--- src/rtl/zx_pkg.sv ---
`default_nettype none

package zx_pkg;

    typedef enum logic [1:0] {
        MACHINE_S48  = 2'd0,
        MACHINE_S128 = 2'd1,
        MACHINE_S3   = 2'd2,
        MACHINE_PENT = 2'd3
    } machine_t;

    typedef struct packed {
        logic [15:0] a;
        logic [7:0]  d;
        logic        rd;
        logic        wr;
        logic        ioreq;
    } cpu_bus_t;

    typedef struct packed {
        logic [2:0] border;
        logic       beeper;
        logic       tape_out;
        logic       screenpage;
        logic       rompage128;
        logic [2:0] rampage128;
        logic       lock_7ffd;
        logic [4:0] port_dffd;   // 2:0 extended ram page, 4 unlocks #7ffd.
        logic [2:0] port_1ffd;
        logic       plus3_mtr;   // active low.
        logic       plus3_drd;   // active low.
        logic       plus3_dwr;   // active low.
    } port_regs_t;

    typedef struct packed {
        logic       is_rom;
        logic [5:0] page;        // ram bank, or rom number in 1:0.
    } mem_page_t;

    localparam logic [7:0] KEMPSTON_MASK = 8'hE0;  // a7..a5 must be zero.
    localparam int ROWS = 8;
    localparam int COLS = 5;

    localparam port_regs_t REGS_RESET = '{
        plus3_mtr: 1'b1,
        plus3_drd: 1'b1,
        plus3_dwr: 1'b1,
        default:   '0
    };

endpackage

`default_nettype wire

--- src/rtl/io_ports.sv ---
`timescale 1ns/1ps
`default_nettype none

module io_ports
    import zx_pkg::*;
(
    input  logic       clk28,
    input  logic       rst_n,
    input  cpu_bus_t   bus,
    input  machine_t   machine,
    input  logic       magic_map,
    input  logic       en_kempston,
    input  logic       en_sinclair,
    input  logic [4:0] kd,
    input  logic [7:0] kempston_data,
    input  logic       tape_in,
    input  logic       port_ff_active,
    input  logic [7:0] port_ff_data,
    output logic [7:0] d_out,
    output logic       d_out_active,
    output port_regs_t regs
);

    logic       rd_cycle;
    logic       wr_cycle;
    logic       fe_cs;
    logic       ff_cs;
    logic       kempston_cs;
    logic       p7ffd_cs;
    logic       p7ffd_open;
    logic       dffd_cs;
    logic       p1ffd_cs;
    logic       fdc_cs;
    logic       fe_rd;
    logic       ff_rd;
    logic       kempston_rd;
    logic [4:0] joy_mask_next;
    logic [4:0] joy_mask;
    port_regs_t r;

    // a valid access has exactly one strobe
    assign rd_cycle = bus.ioreq && bus.rd && !bus.wr;
    assign wr_cycle = bus.ioreq && bus.wr && !bus.rd;

    assign fe_cs = !bus.a[0];
    assign ff_cs = port_ff_active && (machine != MACHINE_S3) &&
                   (machine != MACHINE_PENT || bus.a[7:0] == 8'hFF);
    assign kempston_cs = en_kempston && ((bus.a[7:0] & KEMPSTON_MASK) == 8'h00);

    // on +3 and under magic_map the #1ffd family must not alias onto #7ffd
    assign p7ffd_cs = !bus.a[1] && !bus.a[15] &&
                      (bus.a[14] || (!magic_map && machine != MACHINE_S3)) &&
                      (machine != MACHINE_S48 || magic_map);
    assign p7ffd_open = !r.lock_7ffd || r.port_dffd[4];

    assign dffd_cs  = (bus.a == 16'hDFFD) && (machine == MACHINE_PENT || magic_map);
    assign p1ffd_cs = (bus.a == 16'h1FFD) && (machine == MACHINE_S3 || magic_map);
    assign fdc_cs   = (bus.a == 16'h2FFD || bus.a == 16'h3FFD) && (machine == MACHINE_S3);

    // sinclair joystick on the 6-0 and b-space rows
    always_comb begin
        joy_mask_next = 5'b11111;
        if (en_sinclair && !bus.a[12]) begin
            joy_mask_next = joy_mask_next & ~{kempston_data[1], kempston_data[0],
                                              kempston_data[2], kempston_data[3],
                                              kempston_data[4]};
        end
        if (en_sinclair && !bus.a[15]) begin
            joy_mask_next = joy_mask_next & ~{1'b0, kempston_data[6], kempston_data[5],
                                              2'b00};  // n and m.
        end
    end

    always_ff @(posedge clk28 or negedge rst_n) begin
        if (!rst_n) begin
            joy_mask    <= 5'b11111;
            fe_rd       <= 1'b0;
            ff_rd       <= 1'b0;
            kempston_rd <= 1'b0;
        end else begin
            joy_mask    <= joy_mask_next;  // lines up with the scanner register.
            fe_rd       <= rd_cycle && fe_cs;
            ff_rd       <= rd_cycle && ff_cs;
            kempston_rd <= rd_cycle && kempston_cs;
        end
    end

    always_ff @(posedge clk28 or negedge rst_n) begin
        if (!rst_n) begin
            r <= REGS_RESET;
        end else begin
            if (wr_cycle && fe_cs) begin
                r.beeper   <= bus.d[4];
                r.tape_out <= bus.d[3];
                r.border   <= bus.d[2:0];
            end
            if (wr_cycle && p7ffd_cs && p7ffd_open) begin
                r.rampage128 <= bus.d[2:0];
                r.screenpage <= bus.d[3];
                r.rompage128 <= bus.d[4];
                r.lock_7ffd  <= bus.d[5];
            end
            if (wr_cycle && dffd_cs) begin
                r.port_dffd <= bus.d[4:0];
            end
            if (wr_cycle && p1ffd_cs) begin
                r.port_1ffd <= bus.d[2:0];
                r.plus3_mtr <= !bus.d[3];   // motor on when bit 3 set.
            end
            r.plus3_drd <= !(rd_cycle && fdc_cs);
            r.plus3_dwr <= !(wr_cycle && fdc_cs);
        end
    end

    assign regs = r;

    // kempston first, then #fe, then the floating bus
    always_comb begin
        if (kempston_rd) begin
            d_out = kempston_data;
        end else if (fe_rd) begin
            d_out = {1'b1, tape_in, 1'b1, kd & joy_mask};
        end else begin
            d_out = port_ff_data;
        end
    end

    assign d_out_active = fe_rd || ff_rd || kempston_rd;

endmodule

`default_nettype wire

--- src/rtl/key_matrix.sv ---
`timescale 1ns/1ps
`default_nettype none

module key_matrix
    import zx_pkg::*;
(
    input  logic                 clk28,
    input  logic                 rst_n,
    input  logic [7:0]           addr_hi,
    input  logic [ROWS*COLS-1:0] keys,
    output logic [COLS-1:0]      kd
);

    logic [COLS-1:0] kd_next;

    // every half-row with a low address line pulls its pressed keys down
    always_comb begin
        kd_next = '1;
        for (int row = 0; row < ROWS; row++) begin
            if (!addr_hi[row]) begin
                kd_next = kd_next & keys[row*COLS +: COLS];
            end
        end
    end

    always_ff @(posedge clk28 or negedge rst_n) begin
        if (!rst_n) begin
            kd <= '1;            // no key pressed.
        end else begin
            kd <= kd_next;
        end
    end

endmodule

`default_nettype wire

--- src/rtl/mem_pager.sv ---
`timescale 1ns/1ps
`default_nettype none

module mem_pager
    import zx_pkg::*;
(
    input  port_regs_t regs,
    input  machine_t   machine,
    input  logic [1:0] slot,
    output mem_page_t  page
);

    logic [1:0] rom_num;
    logic [5:0] ram_sel;
    logic [2:0] special_bank;
    logic       all_ram;

    always_comb begin
        case (machine)
            MACHINE_S3:   rom_num = {regs.port_1ffd[2], regs.rompage128};
            MACHINE_S128: rom_num = {1'b0, regs.rompage128};
            MACHINE_PENT: rom_num = {1'b0, regs.rompage128};
            default:      rom_num = 2'd0;
        endcase
    end

    // pentagon extends the #7ffd page with the low bits of #dffd
    assign ram_sel = (machine == MACHINE_PENT) ? {regs.port_dffd[2:0], regs.rampage128}
                                               : {3'b000, regs.rampage128};

    assign all_ram = (machine == MACHINE_S3) && regs.port_1ffd[0];

    always_comb begin
        case (regs.port_1ffd[2:1])
            2'd0: special_bank = {1'b0, slot};                              // 0-1-2-3.
            2'd1: special_bank = {1'b1, slot};                              // 4-5-6-7.
            2'd2: special_bank = (slot == 2'd3) ? 3'd3 : {1'b1, slot};      // 4-5-6-3.
            default: begin                                                  // 4-7-6-3.
                if (slot == 2'd3) begin
                    special_bank = 3'd3;
                end else if (slot == 2'd1) begin
                    special_bank = 3'd7;
                end else begin
                    special_bank = {1'b1, slot};
                end
            end
        endcase
    end

    always_comb begin
        if (all_ram) begin
            page = '{is_rom: 1'b0, page: {3'b000, special_bank}};
        end else begin
            case (slot)
                2'd0:    page = '{is_rom: 1'b1, page: {4'b0000, rom_num}};
                2'd1:    page = '{is_rom: 1'b0, page: 6'd5};
                2'd2:    page = '{is_rom: 1'b0, page: 6'd2};
                default: page = '{is_rom: 1'b0, page: ram_sel};
            endcase
        end
    end

endmodule

`default_nettype wire

--- src/rtl/zx_io.sv ---
`timescale 1ns/1ps
`default_nettype none

module zx_io
    import zx_pkg::*;
(
    input  logic                 clk28,
    input  logic                 rst_n,
    input  cpu_bus_t             bus,
    input  machine_t             machine,
    input  logic                 magic_map,
    input  logic                 en_kempston,
    input  logic                 en_sinclair,
    input  logic [ROWS*COLS-1:0] keys,
    input  logic [7:0]           kempston_data,
    input  logic                 tape_in,
    input  logic                 port_ff_active,
    input  logic [7:0]           port_ff_data,
    output logic [7:0]           d_out,
    output logic                 d_out_active,
    output port_regs_t           regs,
    output mem_page_t            page
);

    logic [COLS-1:0] kd;

    key_matrix key_matrix_i (
        .clk28   (clk28),
        .rst_n   (rst_n),
        .addr_hi (bus.a[15:8]),
        .keys    (keys),
        .kd      (kd)
    );

    io_ports io_ports_i (
        .clk28          (clk28),
        .rst_n          (rst_n),
        .bus            (bus),
        .machine        (machine),
        .magic_map      (magic_map),
        .en_kempston    (en_kempston),
        .en_sinclair    (en_sinclair),
        .kd             (kd),
        .kempston_data  (kempston_data),
        .tape_in        (tape_in),
        .port_ff_active (port_ff_active),
        .port_ff_data   (port_ff_data),
        .d_out          (d_out),
        .d_out_active   (d_out_active),
        .regs           (regs)
    );

    mem_pager mem_pager_i (
        .regs    (regs),
        .machine (machine),
        .slot    (bus.a[15:14]),  // 16k slot of the current address.
        .page    (page)
    );

endmodule

`default_nettype wire

--- config.mk ---
export PLATFORM = sky130hd
export DESIGN_NAME = zx_io
export DESIGN_NICKNAME = d
export VERILOG_FILES = /design/src/rtl/zx_pkg.sv /design/src/rtl/io_ports.sv /design/src/rtl/key_matrix.sv /design/src/rtl/mem_pager.sv /design/src/rtl/zx_io.sv
export SDC_FILE = /design/constraint.sdc
export NUM_CORES = 1
export LEC_CHECK = 0
export BUFFER_PORTS_ARGS = -buffer_cell sky130_fd_sc_hd__buf_4
export CAP_MARGIN = 10
export CORE_MARGIN = 2
export CORE_UTILIZATION = 43
export DETAILED_ROUTE_END_ITERATION = 6
export PLACE_DENSITY = 0.84
export SYNTH_ARGS = -nofsm -noshare
export SYNTH_HDL_FRONTEND = slang
export SYNTH_SLANG_ARGS = --single-unit
--- constraint.sdc ---
create_clock -name clk28 -period 2.4 [get_ports clk28]
set_input_delay 0.48 -clock clk28 [delete_from_list [all_inputs] [get_ports clk28]]
set_output_delay 0.48 -clock clk28 [all_outputs]
set_load 0.1 [all_outputs]
======== Word level (Yosys, flattened, before mapping) ========
Cells that the tools add are included.
W data, S select, Z words.
word-level totals
  bits in writable memories ............... 0
  output and inout bits ................... 38
  word-level logic and storage cells ...... 115
  latch bits .............................. 0
  input port bits ......................... 92
  register bits ........................... 35
  bits in read-only memories .............. 0
  memories kept ........................... 0
cells by class
  shifts and indexed selects .............. 0
  div/mod/pow operators ................... 0
  $add $sub $neg .......................... 0
  magnitude comparators ................... 0
  reductions and logical operators ........ 52
  equal/unequal tests ..................... 15
  bitwise operators ....................... 11
  muxes and demuxes ....................... 20
  multiply operators ...................... 0
operators by type and width
  cell                    number
  $mux W5                 10
  $and A5 B5 Y5           9
  $eq A16 B14 Y1 const B  2
  $logic_and A1 B1 Y1     27
  $pmux W7 S3             1
  $eq A16 B13 Y1 const B  1
  $eq A16 B16 Y1 const B  1
  $mux W8                 2
  $logic_not A1 Y1        11
  $eq A2 B2 Y1 const B    5
  $logic_or A1 B1 Y1      9
  $pmux W3 S3             1
  $eq A8 B8 Y1 const B    1
  $logic_not A8 Y1        1
  $mux W7                 1
  $eq A2 B1 Y1 const B    3
  $mux W3                 2
  $mux W6                 1
  $not A4 Y5              1
  $not A5 Y5              1
  $logic_not A2 Y1        2
  $ne A2 B2 Y1 const B    2
  $pmux W2 S2             1
  $mux W2                 1
  2 further kinds         2

======== Depth between registers and ports, before layout ========
Gate-level depths: netlist (run 1).
  word-level depth ........................ 15
  gate-level depth with buffers ........... 4
  depth with buffers taken out ............ 4

======== By module ========
A second synthesis (run 1) with hierarchy kept.
second synthesis, totals
  cell total of the unflattened synthesis .. 177
  area total of the unflattened synthesis .. 1849.3 µm²
modules (own cells, without submodules)
  module      instances  area an instance (µm²)  cells each
  io_ports    1          1410.1                  124
  key_matrix  1          287.8                   30
  mem_pager   1          151.4                   23

======== Worst setup path before layout (run 1) ========
Ideal clock, no wire load.
  kind .................................... flip-flop to output port
  start point ............................. register io_ports_i.r (netlist bit io_ports_i.regs[3])
  end point ............................... output port page[2] (netlist bit)
  buffers on the path ..................... 0
  slack ................................... -1.784 ns
  data arrival time ....................... 3.704 ns
  cell stages (with the launch flop) ...... 4
  cell sequence ........................... dfrtp_1 nand2_1 mux2i_1 a211oi_1
RTL lines
  item             RTL line        RTL
  start, declared  io_ports.sv:39  port_regs_t r;
  end, declared    zx_io.sv:22     output mem_page_t page

======== Worst setup path after layout (run 1) ========
  start point ............................. register io_ports_i.fe_rd
  end point ............................... output port d_out[0]
on the way
  word-level cells in the longest chain between the ends .. 2
RTL lines
  item                    RTL line         RTL
  start, declared         io_ports.sv:34   logic fe_rd;
  start signal, assigned  io_ports.sv:82   fe_rd <= rd_cycle && fe_cs;
  $mux W8                 io_ports.sv:121  end else if (fe_rd) begin
  $mux W8                 io_ports.sv:119  if (kempston_rd) begin
  end, declared           zx_io.sv:19      output logic [7:0] d_out,
No other way between the ends.

==> results of run 1 <==
[power groups by stage]
stage | Sequential, W | Combinational [W] | Clock, W
finish | 0.000679 | 0.000824 | 0.000463
global route | 0.000684 | 0.000856 | 0.000496
CTS | 0.000679 | 0.000826 | 0.000473
detailed placement | 0.000688 | 0.000825 | 0
global placement | 0.000686 | 0.000817 | 0
floorplan | 0.000980 | 0.000268 | 0
[logic make-up after synthesis]
group | count (synthesis) | synth area share
muxes | 22 | 0.144
DFF | 35 | 0.482
buffers and inverters | 12 | 0.0244
AOI/OAI and AO/OA | 47 | 0.162
and+or+nand+nor | 63 | 0.187
[flip-flops by register name, summed over array words and instances, names as in the netlist]
name	flops
io_ports_i.kempston_rd	1
io_ports_i.joy_mask	5
io_ports_i.ff_rd	1
key_matrix_i.kd	5
io_ports_i.fe_rd	1
io_ports_i.regs	22
[layer usage]
metal	GRT usage	up-vias
li1	-	932
met1	0.298	948
met2	0.442	99
met3	0.0727	7
met4	0.0980	0
met5	0	-
[Yosys cell counts (all sizes together) (2+ instances only)]
library cell  number
nand4              2
or3                2
nor2b              9
inv                7
and2               3
nor3               2
nand3b             2
o22ai             22
nand2             17
a31oi              5
nor3b              2
nor2               6
mux2i              3
clkbuf             5
a21oi              7
and3               2
nand3              3
nor4               8
dfrtp             22
a311oi             2
o21ai              7
mux2              19
dfstp             13
[worst max path at each step]
stage / cells past startpoint / slack, ps / from / to
floorplan: 2 / -190 / io_ports_i.regs[14] / page[2]
global placement: 6 / 280 / machine[1] / page[6]
detailed placement: 6 / 280 / machine[1] / page[6]
CTS: 4 / 240 / io_ports_i.fe_rd / d_out[0]
global route: 4 / 140 / io_ports_i.fe_rd / d_out[0]
finish: 4 / 240 / io_ports_i.fe_rd / d_out[0]
[stage by stage]
stage / total power, W / hold slack, ps
2_1_floorplan: 0.00125 / 184
3_3_place_gp: 0.00150 / 446
5_1_grt: 0.00204 / 160
4_1_cts: 0.00198 / 137
6_report: 0.00197 / 126
3_5_place_dp: 0.00151 / 451
[cell type report]
cell class,instances,area share
Multi-Input combinational cell,132,0.322
Timing Repair Buffer,128,0.319
Sequential cell,35,0.297
Clock buffer,8,0.0332
Tap cell,50,0.0207
Inverter,7,0.00871
==> flow_summary_export.csv, run 1 <==
group,metric,value,unit
worst_setup_path,slowest_delay,610,ps
cells_and_area,layout.cells.non_filler,360,
worst_setup_path,worst-path-max-fanout,14,
cells_and_area,nNetsFinal,401,
worst_setup_path,crit_path_top_delay_cell,"dfrtp_1",
synthesis,synth_top_area_cell,"dfrtp_1",
synthesis,synth_top_area_share,0.298,
clock_network,htreeDepth,2,
worst_hold_path,min_path_type,"input port to asynchronous set/reset pin",
place,dp_slack,281,ps
drt,wl_per_cell,16.7,microns
cells_and_area,multi_input_area,972,sq um
worst_setup_path,cp_data_arrival_time,1680,ps
worst_setup_path,worstSetupStartpointType,"flip-flop",
die,num_io_pins,130,
worst_setup_path,cp_cell_sequence,"nor2b_1 -> a311oi_1 -> a21oi_2 -> buf_4",
synthesis,avgSynthCellArea,10.3,sq um
synthesis,synthesis.nets,271,
drt,routed_wl,6.01,mm
clock_network,hold_buffers,0,
place,portBuffers,127,
power_and_ir_drop,intPower,0.00116,W
synthesis,synth.yosys.seq_area_share,0.482,
cells_and_area,area.growth.synth_to_final,63.1,%
status,status,"finished clean",
grt,grt_pass1_wl,9.67,mm
place,hpwlAfterDp,4.70,mm
clock_network,post_cts_resized,0,
clock_network,postCtsSetupBuffers,0,
worst_setup_path,cp_num_buf_inv,1,
drt,m1WireLength,2.38,mm
cells_and_area,fillers,299,
power_and_ir_drop,switchingPower,0.000803,W
sta,fmax,0.463,GHz
synthesis,synth_area,0.00185,sq mm
sta,min_period,2160,ps
worst_setup_path,crit_required,1920,ps
sta,grt_setup_unrepaired,"no",
clock_network,insertion_delay,290,ps
grt,grt_overflow,0,
drt,wl_met2,2.99,mm
power_and_ir_drop,p_seq_frac,0.345,
cells_and_area,final_cell_mix,"buf_4, o22ai_1, dfrtp_1, nand2_1",
die,die_height,69.6,microns
cells_and_area,final_area,0.00302,sq mm
drt,drcViolationCount,0,
job,drv_cap,0,
power_and_ir_drop,p_clk_frac,0.236,
die,coreArea,0.00406,sq mm
die,rows,23,
synthesis,synth_edf_count,0,
worst_setup_path,r2r-end,"io_ports_i.regs[15]",
die,die_x,69.6,microns
sta,tightestPinTransition,658,ps
worst_setup_path,r2r_start,"io_ports_i.regs[11]",
cells_and_area,seq_area,895,sq um
place,dp.cells,352,
synthesis,synthTopCellsByArea,"dfrtp_1, dfstp_2, mux2_2",
drt,drt-vias-per-instance,5.52,
drt,dr_total_vias,1986,
cells_and_area,final_common_cell,"buf_4",
power_and_ir_drop,power_density,651,mW/mm^2
drt,dr.pass1.iters,4,
place,dpl_cell_area,0.00292,sq mm
power_and_ir_drop,ir_worst_vdd,0.000623,V
grt,grt_pass1_vias,1985,
sta,setup_violations,0,
clock_network,cts.sinks,35,
drt,wl_met3,553,microns
sta,drv_slew,0,
cells_and_area,layout-drive-gt1-share,0.594,
power_and_ir_drop,p_sw_frac,0.408,
drt,first_iter_violations,41,
grt,grt_max_degree,36,
worst_setup_path,endpoint_kind,"primary output",
worst_setup_path,crit_family,"flip-flops",
sta,maxSlewHeadroom,0.561,
die,initial_core_util,0.456,
grt,gr-usage-all-layers,0.255,
grt,antenna_found_initial,0,
synthesis,synthArstFlopShare,1.00,
clock_network,cts.path.max_buffers,2,
worst_setup_path,regToRegSetupSlack,700,ps
clock_network,cts_root_buf,"clkbuf_8",
worst_setup_path,ff2ff_path_depth,4,
power_and_ir_drop,p_leak,1.45,nW
cells_and_area,antenna-diode-count,0,
worst_setup_path,crit_type,"flip-flop to primary output",
die,die-area,0.00484,sq mm
synthesis,ys_ff_latch,35,
drt,top_layer,"met4",
sta,skew,2.40,ps
sta,setup_tns,0,ps
power_and_ir_drop,p_comb_frac,0.419,
synthesis,syn_inst,179,
drt,final_antenna_net_count,0,
place,place.gp.congestion,0.803,
sta,fin_crit_sh,0.900,
sta,worst_slack,240,ps
synthesis,synthFlopType,"dfrtp_1",
clock_network,cts.clk_slew.worst_paths,70,ps
synthesis,synth.distinct_cells,34,
clock_network,cts_buffers,5,
clock_network,cts_tree,"yes",
cells_and_area,post-route-util,0.743,
sta,hold_violations,0,
synthesis,ys_warn_count,0,
Note: power is estimated with default switching activity, not from simulation.
==> run 2, diff against run 1 <==
==> constraint.sdc (replaced) <==
create_clock -name clk28 -period 2.4 [get_ports clk28]
set_input_delay 0.48 -clock clk28 [delete_from_list [all_inputs] [get_ports clk28]]
set_output_delay 0.48 -clock clk28 [all_outputs]
set_load 0.05 [all_outputs]
==> run 2 against run 1 <==
  * Total power fell by 15%
  * Die area did not move
  * Fmax rose by 4.3%
==> flow_summary_export.csv, run 2 (same netlist as run 1, synthesis figures left out) <==
group,metric,value,unit
drt,wl_per_cell,16.8,microns
cells_and_area,largest_reg_flops,22,
cells_and_area,post-route-util,0.726,
die,initial_core_util,0.456,
grt,antenna_found_initial,0,
power_and_ir_drop,p_comb_frac,0.352,
power_and_ir_drop,p_seq_frac,0.405,
drt,routed_wl,6.05,mm
job,drv_cap,0,
place,portBuffers,127,
place,place.gp.congestion,0.903,
clock_network,cts_tree,"yes",
drt,dr.pass1.iters,4,
die,rows,23,
clock_network,hold_buffers,0,
worst_hold_path,min_path_type,"input port to asynchronous set/reset pin",
worst_setup_path,crit_required,1920,ps
cells_and_area,seq_area,892,sq um
worst_setup_path,crit_path_top_delay_cell,"dfrtp_1",
sta,skew,3.08,ps
clock_network,cts.sinks,35,
sta,hold_violations,0,
status,status,"finished clean",
power_and_ir_drop,power_density,569,mW/mm^2
cells_and_area,nNetsFinal,401,
clock_network,htreeDepth,2,
worst_setup_path,crit_type,"flip-flop to primary output",
power_and_ir_drop,intPower,0.00110,W
cells_and_area,fillers,322,
die,die_x,69.6,microns
clock_network,cts_root_buf,"clkbuf_8",
power_and_ir_drop,p_leak,1.44,nW
power_and_ir_drop,switchingPower,0.000577,W
worst_setup_path,cp_cell_sequence,"nor2b_1 -> a311oi_1 -> a21oi_1 -> buf_4",
clock_network,cts.clk_slew.worst_paths,70,ps
die,die-area,0.00484,sq mm
sta,min_period,2070,ps
place,hpwlAfterDp,4.68,mm
worst_setup_path,worstSetupStartpointType,"flip-flop",
cells_and_area,layout-drive-gt1-share,0.555,
grt,grt_overflow,0,
grt,grt_max_degree,36,
power_and_ir_drop,p_sw_frac,0.344,
power_and_ir_drop,total_power,0.00168,W
cells_and_area,final_cell_mix,"buf_4, o22ai_1, dfrtp_1, nand2_1",
clock_network,postCtsSetupBuffers,0,
worst_setup_path,crit_family,"flip-flops",
worst_setup_path,cp_num_buf_inv,1,
cells_and_area,final_common_cell,"buf_4",
sta,fmax,0.483,GHz
grt,gr-usage-all-layers,0.252,
die,die_height,69.6,microns
drt,drt-vias-per-instance,5.52,
grt,grt_pass1_vias,2083,
sta,maxSlewHeadroom,0.657,
clock_network,insertion_delay,280,ps
clock_network,cts.path.max_buffers,2,
die,num_io_pins,130,
drt,dr_total_vias,1986,
cells_and_area,layout.cells.non_filler,360,
sta,tightestPinTransition,512,ps
worst_setup_path,endpoint_kind,"primary output",
drt,drcViolationCount,0,
clock_network,post_cts_resized,0,
clock_network,cts_buffers,5,
sta,fin_crit_sh,0.863,
sta,hold_ws,131,ps
sta,setup_tns,0,ps
drt,final_antenna_net_count,0,
place,dp.cells,352,
worst_setup_path,cp_data_arrival_time,1590,ps
cells_and_area,area.growth.synth_to_final,59.2,%
cells_and_area,multi_input_area,917,sq um
worst_setup_path,worst-path-max-fanout,14,
sta,setup_violations,0,
cells_and_area,antenna-diode-count,0,
worst_setup_path,slowest_delay,620,ps
sta,grt_setup_unrepaired,"no",
sta,drv_slew,0,
drt,first_iter_violations,78,
die,coreArea,0.00406,sq mm
grt,grt_pass1_wl,9.69,mm
power_and_ir_drop,ir_worst_vdd,0.000611,V
power_and_ir_drop,p_clk_frac,0.243,
-- run 2: changes by cell type in the layout (fill, tap and decap cells not counted), sizes merged --
cell      delta
clkbuf       -2
clkinvlp     +1
clkinv       +1
-- run 2: path summary, 6_finish.rpt --
kind	from	end	slack [ps]	depth (start not counted)
worst max-delay path	io_ports_i.fe_rd	d_out[0]	330	4
worst min register to register	io_ports_i.regs[2]	io_ports_i.regs[2]	470	2
min in group clk28	kempston_data[4]	io_ports_i.joy_mask[0]	330	2
max in group asynchronous	rst_n	key_matrix_i.kd[3]	1930	1
worst max register to register	io_ports_i.regs[11]	io_ports_i.regs[12]	690	4
worst min-delay path	rst_n	io_ports_i.regs[17]	130	1
-- run 2: layer usage --
metal	GRT usage	wire length (microns)	share of wire
met4	0.0937	94	0.016
met3	0.0770	636	0.11
met2	0.454	3030	0.50
met5	0	0	0
met1	0.277	2300	0.38
-- run 2: area by class of cell --
class,instances,area share
clock buffers,6,0.0246
flip-flops and latches,35,0.303
well taps,50,0.0212
inverters,7,0.00892
repair buffers,128,0.326
multi-input cells,132,0.312
clock inverters,2,0.00425
-- run 2: power by group through the flow --
stage	registers, W	logic (W)	clock network [W]
after global routing	0.000686	0.000622	0.000446
after global placement	0.000685	0.000584	0
after detailed placement	0.000688	0.000590	0
after floorplan	0.000826	0.000188	0
final	0.000679	0.000589	0.000407
after CTS	0.000679	0.000592	0.000421
-- run 2: stage by stage --
step / cell area (sq um) / setup WS [ps]
CTS: 2940 / 307
detailed placement: 2860 / 325
finish: 2940 / 329
global route: 2940 / 206
global placement: 2860 / 339
floorplan: 1850 / 46.9
